<file path="src/hw/htif_pkg.sv">
`default_nettype none

package htif_pkg;

  // ------------------------------------------------------------------
  // Widths
  // ------------------------------------------------------------------
  localparam int AXI_ADDR_W  = 32;
  localparam int AXI_ID_W    = 12;
  localparam int AXI_DATA_W  = 32;
  localparam int REG_IDX_LSB = 2;   // Byte address to word index
  localparam int REG_IDX_W   = 5;
  localparam int FIFO_DEPTH  = 32;
  localparam int COUNT_W     = 6;   // One extra bit so a full FIFO reads 32
  localparam int HOST_W      = 16;

  typedef logic [AXI_DATA_W-1:0] axi_data_t;
  typedef logic [REG_IDX_W-1:0]  reg_idx_t;
  typedef logic [COUNT_W-1:0]    fifo_count_t;
  typedef logic [HOST_W-1:0]     host_half_t;

  // ------------------------------------------------------------------
  // Register map
  // ------------------------------------------------------------------
  localparam reg_idx_t DCOUNT_IDX = 5'd0;   // Read side
  localparam reg_idx_t RFIFO_IDX  = 5'd1;
  localparam reg_idx_t WFIFO_IDX  = 5'd0;   // Write side
  localparam reg_idx_t RESET_IDX  = 5'd31;

  // AR and AW beats share one layout
  typedef struct packed {
    logic [AXI_ID_W-1:0]   id;
    logic [AXI_ADDR_W-1:0] addr;
  } axi_addr_beat_t;

  typedef struct packed {
    logic [AXI_ID_W-1:0] id;
    axi_data_t           data;
  } axi_read_beat_t;

  // Second chip value in the upper half
  typedef struct packed {
    host_half_t hi;
    host_half_t lo;
  } host_pair_t;

endpackage

`default_nettype wire

</file>
<file path="src/hw/sync_fifo.sv">
`timescale 1ns/1ps
`default_nettype none

module sync_fifo #(
  parameter type payload_t = htif_pkg::axi_data_t
) (
  input  logic                  userclk2,
  input  logic                  reset,
  input  logic                  wren,
  input  logic                  rden,
  input  payload_t              din,
  output payload_t              dout,
  output logic                  full,
  output logic                  empty,
  output htif_pkg::fifo_count_t count
);

  import htif_pkg::*;

  payload_t mem [FIFO_DEPTH];

  // Pointers are one bit narrower than the count and wrap at FIFO_DEPTH
  logic [COUNT_W-2:0] wr_ptr;
  logic [COUNT_W-2:0] rd_ptr;
  fifo_count_t        count_q;
  logic               do_write;
  logic               do_read;

  assign full  = (count_q == fifo_count_t'(FIFO_DEPTH));
  assign empty = (count_q == '0);
  assign count = count_q;

  // Write when full only alongside a read
  assign do_write = wren && (!full || rden);
  assign do_read  = rden && !empty;

  assign dout = mem[rd_ptr];   // Show-ahead head

  // ------------------------------------------------------------------
  // Pointers and count
  // ------------------------------------------------------------------
  always_ff @(posedge userclk2)
  begin
    if (reset)
    begin
      wr_ptr  <= '0;
      rd_ptr  <= '0;
      count_q <= '0;
    end
    else
    begin
      if (do_write)
        wr_ptr <= wr_ptr + 1'b1;
      if (do_read)
        rd_ptr <= rd_ptr + 1'b1;

      if (do_write && !do_read)
        count_q <= count_q + 1'b1;
      else if (do_read && !do_write)
        count_q <= count_q - 1'b1;
    end
  end

  // Storage
  always_ff @(posedge userclk2)
  begin
    if (do_write)
      mem[wr_ptr] <= din;
  end

endmodule

`default_nettype wire

</file>
<file path="src/hw/host_in_path.sv">
`timescale 1ns/1ps
`default_nettype none

module host_in_path (
  input  logic                 userclk2,
  input  logic                 reset,
  input  logic                 in_push,
  input  htif_pkg::axi_data_t  in_word,
  input  logic                 host_in_ready,
  output logic                 in_full,
  output logic                 host_in_valid,
  output htif_pkg::host_half_t host_in_bits
);

  import htif_pkg::*;

  axi_data_t head;
  logic      fifo_empty;
  logic      half_sel;    // 0 presents the low half
  logic      half_taken;
  logic      pop;

  sync_fifo #(
    .payload_t (axi_data_t)
  ) u_fifo (
    .userclk2 (userclk2),
    .reset    (reset),
    .wren     (in_push),
    .rden     (pop),
    .din      (in_word),
    .dout     (head),
    .full     (in_full),
    .empty    (fifo_empty),
    .count    ()
  );

  assign host_in_valid = !fifo_empty;
  assign half_taken    = host_in_valid && host_in_ready;
  assign pop           = half_taken && half_sel;   // Word leaves with its high half

  assign host_in_bits = half_sel ? head[AXI_DATA_W-1:HOST_W] : head[HOST_W-1:0];

  always_ff @(posedge userclk2)
  begin
    if (reset)
      half_sel <= 1'b0;
    else if (half_taken)
      half_sel <= ~half_sel;
  end

endmodule

`default_nettype wire

</file>
<file path="src/hw/host_out_path.sv">
`timescale 1ns/1ps
`default_nettype none

module host_out_path (
  input  logic                  userclk2,
  input  logic                  reset,
  input  logic                  host_out_valid,
  input  htif_pkg::host_half_t  host_out_bits,
  input  logic                  out_pop,
  output logic                  host_out_ready,
  output htif_pkg::fifo_count_t out_count,
  output htif_pkg::host_pair_t  out_head
);

  import htif_pkg::*;

  host_half_t first_q;    // First value of the pending pair
  host_pair_t pair;
  logic       pair_pos;   // Set once the first value is held
  logic       take;
  logic       push;
  logic       fifo_full;

  assign host_out_ready = !fifo_full;
  assign take           = host_out_valid && host_out_ready;
  assign push           = take && pair_pos;

  assign pair.hi = host_out_bits;
  assign pair.lo = first_q;

  sync_fifo #(
    .payload_t (host_pair_t)
  ) u_fifo (
    .userclk2 (userclk2),
    .reset    (reset),
    .wren     (push),
    .rden     (out_pop),
    .din      (pair),
    .dout     (out_head),
    .full     (fifo_full),
    .empty    (),
    .count    (out_count)
  );

  // ------------------------------------------------------------------
  // Pair assembly
  // ------------------------------------------------------------------
  always_ff @(posedge userclk2)
  begin
    if (reset)
      pair_pos <= 1'b0;
    else if (take)
      pair_pos <= ~pair_pos;
  end

  always_ff @(posedge userclk2)
  begin
    if (take && !pair_pos)
      first_q <= host_out_bits;
  end

endmodule

`default_nettype wire

</file>
<file path="src/hw/axi_reg_port.sv">
`timescale 1ns/1ps
`default_nettype none

module axi_reg_port (
  input  logic                           userclk2,
  input  logic                           reset,
  // Read address and data
  input  htif_pkg::axi_addr_beat_t       ar,
  input  logic                           arvalid,
  output logic                           arready,
  output htif_pkg::axi_read_beat_t       r,
  output logic                           rvalid,
  input  logic                           rready,
  // Write address, data and response
  input  logic                           awvalid,
  input  htif_pkg::axi_addr_beat_t       aw,
  input  logic                           wvalid,
  input  htif_pkg::axi_data_t            wdata,
  output logic                           awready,
  output logic                           wready,
  output logic [htif_pkg::AXI_ID_W-1:0]  bid,
  output logic                           bvalid,
  input  logic                           bready,
  // Host paths
  input  logic                           in_full,
  output logic                           in_push,
  output htif_pkg::axi_data_t            in_word,
  input  htif_pkg::fifo_count_t          out_count,
  input  htif_pkg::host_pair_t           out_head,
  output logic                           out_pop,
  output logic                           core_reset
);

  import htif_pkg::*;

  typedef enum logic {
    RD_IDLE,
    RD_DATA
  } rd_state_t;

  typedef enum logic [1:0] {
    WR_IDLE,
    WR_WRITE,
    WR_ACK
  } wr_state_t;

  rd_state_t           rd_state;
  reg_idx_t            rd_idx;
  logic [AXI_ID_W-1:0] rd_id;
  axi_data_t           rd_data;
  logic                ar_fire;

  wr_state_t           wr_state;
  reg_idx_t            wr_idx;
  logic [AXI_ID_W-1:0] wr_id;
  axi_data_t           wr_data;
  logic                wr_go;
  logic                wr_fire;

  // ------------------------------------------------------------------
  // Read FSM
  // ------------------------------------------------------------------
  assign ar_fire = arvalid && arready;

  always_ff @(posedge userclk2)
  begin
    if (reset)
    begin
      rd_state <= RD_IDLE;
      rd_idx   <= '0;
      arready  <= 1'b0;   // Rises one cycle after reset
    end
    else
    begin
      case (rd_state)
        RD_IDLE:
        begin
          arready <= !ar_fire;
          if (ar_fire)
          begin
            rd_state <= RD_DATA;
            rd_idx   <= ar.addr[REG_IDX_LSB +: REG_IDX_W];
          end
        end
        default:
        begin
          arready <= rready;
          if (rready)
            rd_state <= RD_IDLE;
        end
      endcase
    end
  end

  always_ff @(posedge userclk2)
  begin
    if (ar_fire)
      rd_id <= ar.id;
  end

  assign rvalid = (rd_state == RD_DATA);
  assign r.id   = rd_id;
  assign r.data = rd_data;

  // Count is zero-extended, unmapped indices read zero
  always_comb
  begin
    case (rd_idx)
      DCOUNT_IDX: rd_data = axi_data_t'(out_count);
      RFIFO_IDX:  rd_data = out_head;
      default:    rd_data = '0;
    endcase
  end

  assign out_pop = rvalid && rready && (rd_idx == RFIFO_IDX);

  // ------------------------------------------------------------------
  // Write FSM
  // ------------------------------------------------------------------
  assign wr_go   = (wr_idx != WFIFO_IDX) || !in_full;   // Back-pressure on host_in
  assign wr_fire = (wr_state == WR_WRITE) && wr_go;

  always_ff @(posedge userclk2)
  begin
    if (reset)
    begin
      wr_state <= WR_IDLE;
      wr_idx   <= '0;
    end
    else
    begin
      case (wr_state)
        WR_IDLE:
        begin
          if (awvalid && wvalid)
          begin
            wr_state <= WR_WRITE;
            wr_idx   <= aw.addr[REG_IDX_LSB +: REG_IDX_W];
          end
        end
        WR_WRITE:
        begin
          if (wr_go)
            wr_state <= WR_ACK;
        end
        default:
        begin
          if (bready)
            wr_state <= WR_IDLE;
        end
      endcase
    end
  end

  // Beat capture
  always_ff @(posedge userclk2)
  begin
    if (wr_state == WR_IDLE && awvalid && wvalid)
    begin
      wr_id   <= aw.id;
      wr_data <= wdata;
    end
  end

  assign awready    = wr_fire;
  assign wready     = wr_fire;
  assign in_push    = wr_fire && (wr_idx == WFIFO_IDX);
  assign in_word    = wr_data;
  assign core_reset = wr_fire && (wr_idx == RESET_IDX);   // One-cycle pulse
  assign bvalid     = (wr_state == WR_ACK);
  assign bid        = wr_id;

endmodule

`default_nettype wire

</file>
<file path="src/hw/htif_bridge.sv">
`timescale 1ns/1ps
`default_nettype none

module htif_bridge (
  input  logic                          userclk2,
  input  logic                          reset,
  // AXI from the ARM master port
  input  htif_pkg::axi_addr_beat_t      ar,
  input  logic                          arvalid,
  output logic                          arready,
  output htif_pkg::axi_read_beat_t      r,
  output logic                          rvalid,
  input  logic                          rready,
  input  htif_pkg::axi_addr_beat_t      aw,
  input  logic                          awvalid,
  output logic                          awready,
  input  htif_pkg::axi_data_t           wdata,
  input  logic                          wvalid,
  output logic                          wready,
  output logic [htif_pkg::AXI_ID_W-1:0] bid,
  output logic                          bvalid,
  input  logic                          bready,
  // Test chip side
  output logic                          host_in_valid,
  input  logic                          host_in_ready,
  output htif_pkg::host_half_t          host_in_bits,
  input  logic                          host_out_valid,
  output logic                          host_out_ready,
  input  htif_pkg::host_half_t          host_out_bits,
  output logic                          core_reset
);

  import htif_pkg::*;

  logic        in_push;
  axi_data_t   in_word;
  logic        in_full;
  logic        out_pop;
  fifo_count_t out_count;
  host_pair_t  out_head;

  axi_reg_port u_reg_port (
    .userclk2   (userclk2),
    .reset      (reset),
    .ar         (ar),
    .arvalid    (arvalid),
    .arready    (arready),
    .r          (r),
    .rvalid     (rvalid),
    .rready     (rready),
    .awvalid    (awvalid),
    .aw         (aw),
    .wvalid     (wvalid),
    .wdata      (wdata),
    .awready    (awready),
    .wready     (wready),
    .bid        (bid),
    .bvalid     (bvalid),
    .bready     (bready),
    .in_full    (in_full),
    .in_push    (in_push),
    .in_word    (in_word),
    .out_count  (out_count),
    .out_head   (out_head),
    .out_pop    (out_pop),
    .core_reset (core_reset)
  );

  // ARM to chip
  host_in_path u_host_in (
    .userclk2      (userclk2),
    .reset         (reset),
    .in_push       (in_push),
    .in_word       (in_word),
    .host_in_ready (host_in_ready),
    .in_full       (in_full),
    .host_in_valid (host_in_valid),
    .host_in_bits  (host_in_bits)
  );

  // Chip to ARM
  host_out_path u_host_out (
    .userclk2       (userclk2),
    .reset          (reset),
    .host_out_valid (host_out_valid),
    .host_out_bits  (host_out_bits),
    .out_pop        (out_pop),
    .host_out_ready (host_out_ready),
    .out_count      (out_count),
    .out_head       (out_head)
  );

endmodule

`default_nettype wire

</file>
<file path="config.mk">
export PLATFORM = sky130hd
export DESIGN_NAME = htif_bridge
export DESIGN_NICKNAME = d
export VERILOG_FILES = /design/src/hw/htif_pkg.sv /design/src/hw/sync_fifo.sv /design/src/hw/host_in_path.sv /design/src/hw/host_out_path.sv /design/src/hw/axi_reg_port.sv /design/src/hw/htif_bridge.sv
export SDC_FILE = /design/constraint.sdc
export NUM_CORES = 2
export LEC_CHECK = 0
export CAP_MARGIN = 0
export CELL_PAD_IN_SITES_DETAIL_PLACEMENT = 0
export CELL_PAD_IN_SITES_GLOBAL_PLACEMENT = 1
export CORE_UTILIZATION = 45
export DETAILED_ROUTE_END_ITERATION = 6
export DONT_BUFFER_PORTS = 1
export PLACE_DENSITY_LB_ADDON = 0.1
export SYNTH_ARGS = -nofsm -noshare
export SYNTH_HDL_FRONTEND = slang
export SYNTH_SLANG_ARGS = --single-unit
</file>
<file path="constraint.sdc">
create_clock -name userclk2 -period 4.2 [get_ports userclk2]
set_clock_uncertainty 0.15 [all_clocks]
set_input_delay 0.42 -clock userclk2 [delete_from_list [all_inputs] [get_ports userclk2]]
set_output_delay 0.42 -clock userclk2 [all_outputs]
set_load 0.03 [all_outputs]
</file>
==> results.cfg <==
[timing]
worst_pin_slew_ns = 1.19
fin_crit_sh_pct = 98.9
whs_ns = 0.0549
max_freq_mhz = 241
hold_viol = 0
slew_headroom_pct = 20.6
finalSetupViolations = 0
rsz0062_at_grt = false
drv_slew = 0
period_minus_slack_ns = 4.15
fin_setup_tns_ns = 0

[yosys]
ys_seq_area_share_pct = 78.0
yosysWarnings = 0
syn_inst = 3675
synth_common_cells = 2120 x edfxtp_1, 539 x mux4_2, 125 x nor2_1
synth_area_leaders = edfxtp_1 77%, mux4_2 15%, dfxtp_1 1.4%, mux2i_1 0.87%, nor2_1 0.56%
synth_edf_count = 2120
synthArstFlopShare_pct = 0
synthesis.area_um2 = 83100
yosysMostFrequentCell = edfxtp_1
yosysTopAreaCellShare_pct = 76.7
avgSynthCellArea_um2 = 22.6
ys_seq_elements = 2178
yosys.area.top_type = edfxtp_1
synth-main-ff-cell = edfxtp_1
syn_nets = 3842
yosys.cell_types.count = 57

[global_routing]
grt_first_pass_wirelength_mm = 301
grt_usage_pct = 23.0
grt_max_degree = 67
grt_pass1_vias = 41200
grt_overflow = 0
antenna_found_initial = 18

[critical_path]
slowest_delay_ns = 0.66
path_buf_inv = 2
crit_chain = buf_8 > mux4_2 > mux2_2 > o211ai_1 > o221ai_2 > buf_4
cp-end-kind = primary output
required_ns = 3.63
arrival_ns = 3.58
cp_max_fo = 22
criticalPathCategory = flop to primary output
crit_family = compound AO/OA/AOI/OAI gates
slowest_stage = dfxtp_4
cp-start-kind = flop

[outcome]
outcome = finished, violations left
violations = design-rule violations

[clock_network]
cts.sinks = 2178
htree_levels = 4
cts-root-buf = clkbuf_16
cts_tree = yes
clk_pin_slew_worst_paths_ns = 0.06
clk_latency_ns = 0.86
cts_inserted_buffers = 220
clk_path_buf_depth = 3

[floorplanning]
die_x_um = 432
die_y_um = 432
rows = 157
core_um2 = 183000
ios = 225
start_util_pct = 45.3
dieArea_um2 = 186000

[cells_and_area]
layout.cells.non_filler = 6696
drive_gt1_share_pct = 27.8
finalInstanceArea_um2 = 96400
area_growth_pct = 16.1
fin_nets = 4215
fillers = 14000
final_util_pct = 52.6

[worst_hold_path]
hp-class = input port to flop

[placed_design]
place_area_um2 = 87800
dp_cells = 6146
dp_hpwl_mm = 117
port_buffers = 0
place.gp.congestion = 0.783

[route]
via_count = 39200
drtPass1Iterations = 7
drc = 7
drt_wl_total_mm = 213
wl_per_cell_um = 31.8
drt-initial-drc-count = 3399
ant_nets = 0
via_per_inst = 5.86

[power]
powerDensity_nw_per_um2 = 467
peakVddDrop_mv = 0.405
p_leak_uw = 0.0291

[job]
maxCapViolCount = 0
-- worst paths after layout --
kind / start / endpoint / slack (ns) / cells past startpoint
worst min register to register: u_host_in.u_fifo.count[4]$_SDFFE_PP0P_ / u_host_in.u_fifo.count[4]$_SDFFE_PP0P_ / 0.34 / 2
worst max-delay path: flop / host_in_bits[8] / 0.05 / 6
worst min-delay path: aw[42] / u_reg_port.bid[10]$_DFFE_PP_ / 0.05 / 1
worst max register to register: u_reg_port.wr_idx[0]$_SDFFE_PP0P_ / u_host_in.u_fifo.count[4]$_SDFFE_PP0P_ / 0.28 / 11
-- layout make-up --
type / instances / area (µm²) / share of cell area (%)
clock buffer: 286 / 5840 / 6.05
timing repair buffer: 345 / 3880 / 4.02
sequential: 2178 / 64900 / 67.2
antenna: 4 / 10.0 / 0.0104
tap: 2464 / 3080 / 3.20
multi-input combinational: 1229 / 17500 / 18.1
inverter: 74 / 278 / 0.288
clock inverter: 116 / 1030 / 1.07
-- logic make-up (layout without fill, tap and decap cells) --
family	after synthesis	count (layout)	share of synthesized area, %
XOR/XNOR	23	23	0.243
flip-flops	2178	2178	78.0
multiplexers	629	629	15.7
other	0	4	0
buffers and inverters	268	821	1.63
adder cells (fa/ha/maj)	22	22	0.350
AND/OR/NAND/NOR	288	288	1.64
AO/OA/AOI/OAI	267	267	2.36
-- registers in the layout (all words and copies together), names as in the netlist, 6 cells and up, named ones only --
signal and cells:
u_host_out.first_q 16, u_reg_port.bid 12, u_host_in.u_fifo.mem 1024, u_reg_port.in_word 32, u_reg_port.rd_id 12, u_host_in.u_fifo.count 6, u_host_out.u_fifo.mem 1024, u_host_out.u_fifo.count 6
-- where the power goes --
group	switching, µW	total, µW	internal (µW)
clock	8100	18800	10700
sequential	320	24400	24000
combinational	1110	1860	756
total	9530	45000	35500
-- stage by stage --
| step | total power (µW) | setup slack, ns |
|---|---|---|
| floorplan | 25800 | 0.664 |
| global placement | 26400 | 0.344 |
| detailed placement | 26500 | 0.329 |
| CTS | 45400 | -0.00903 |
| global route | 46300 | 0.00638 |
| finish | 45000 | 0.0475 |
-- placed cells by master (no fill, tap or decap), drive strengths merged, types with 40 or more instances in the layout --
cell type / n
nand2: 42
inv: 41
mux2i: 72
o22ai: 48
nor2: 125
a22oi: 43
buf: 219
dfxtp: 58
mux4: 539
dlygate4sd3: 124
clkinv: 131
edfxtp: 2120
clkbuf: 286
nand3: 40
-- metal layers --
layer  global-route usage [%]  part of all wire (%)  up-vias
met5                        0                0.0056        -
met4                     7.07                   2.7        2
met3                     3.35                   4.9      318
met2                     40.8                    53     1228
met1                     29.3                    39    21400
li1                         -                     -    16300
-- timing repair --
item	CTS	global route
endpoints found under the hold margin	667	0
hold buffers	134	0
pin swaps	3	0
gates cloned	2	0
setup endpoints to repair	39	2
resized for setup	23	2
buffers inserted	8	0
Note: power is estimated with default switching activity, not from simulation.
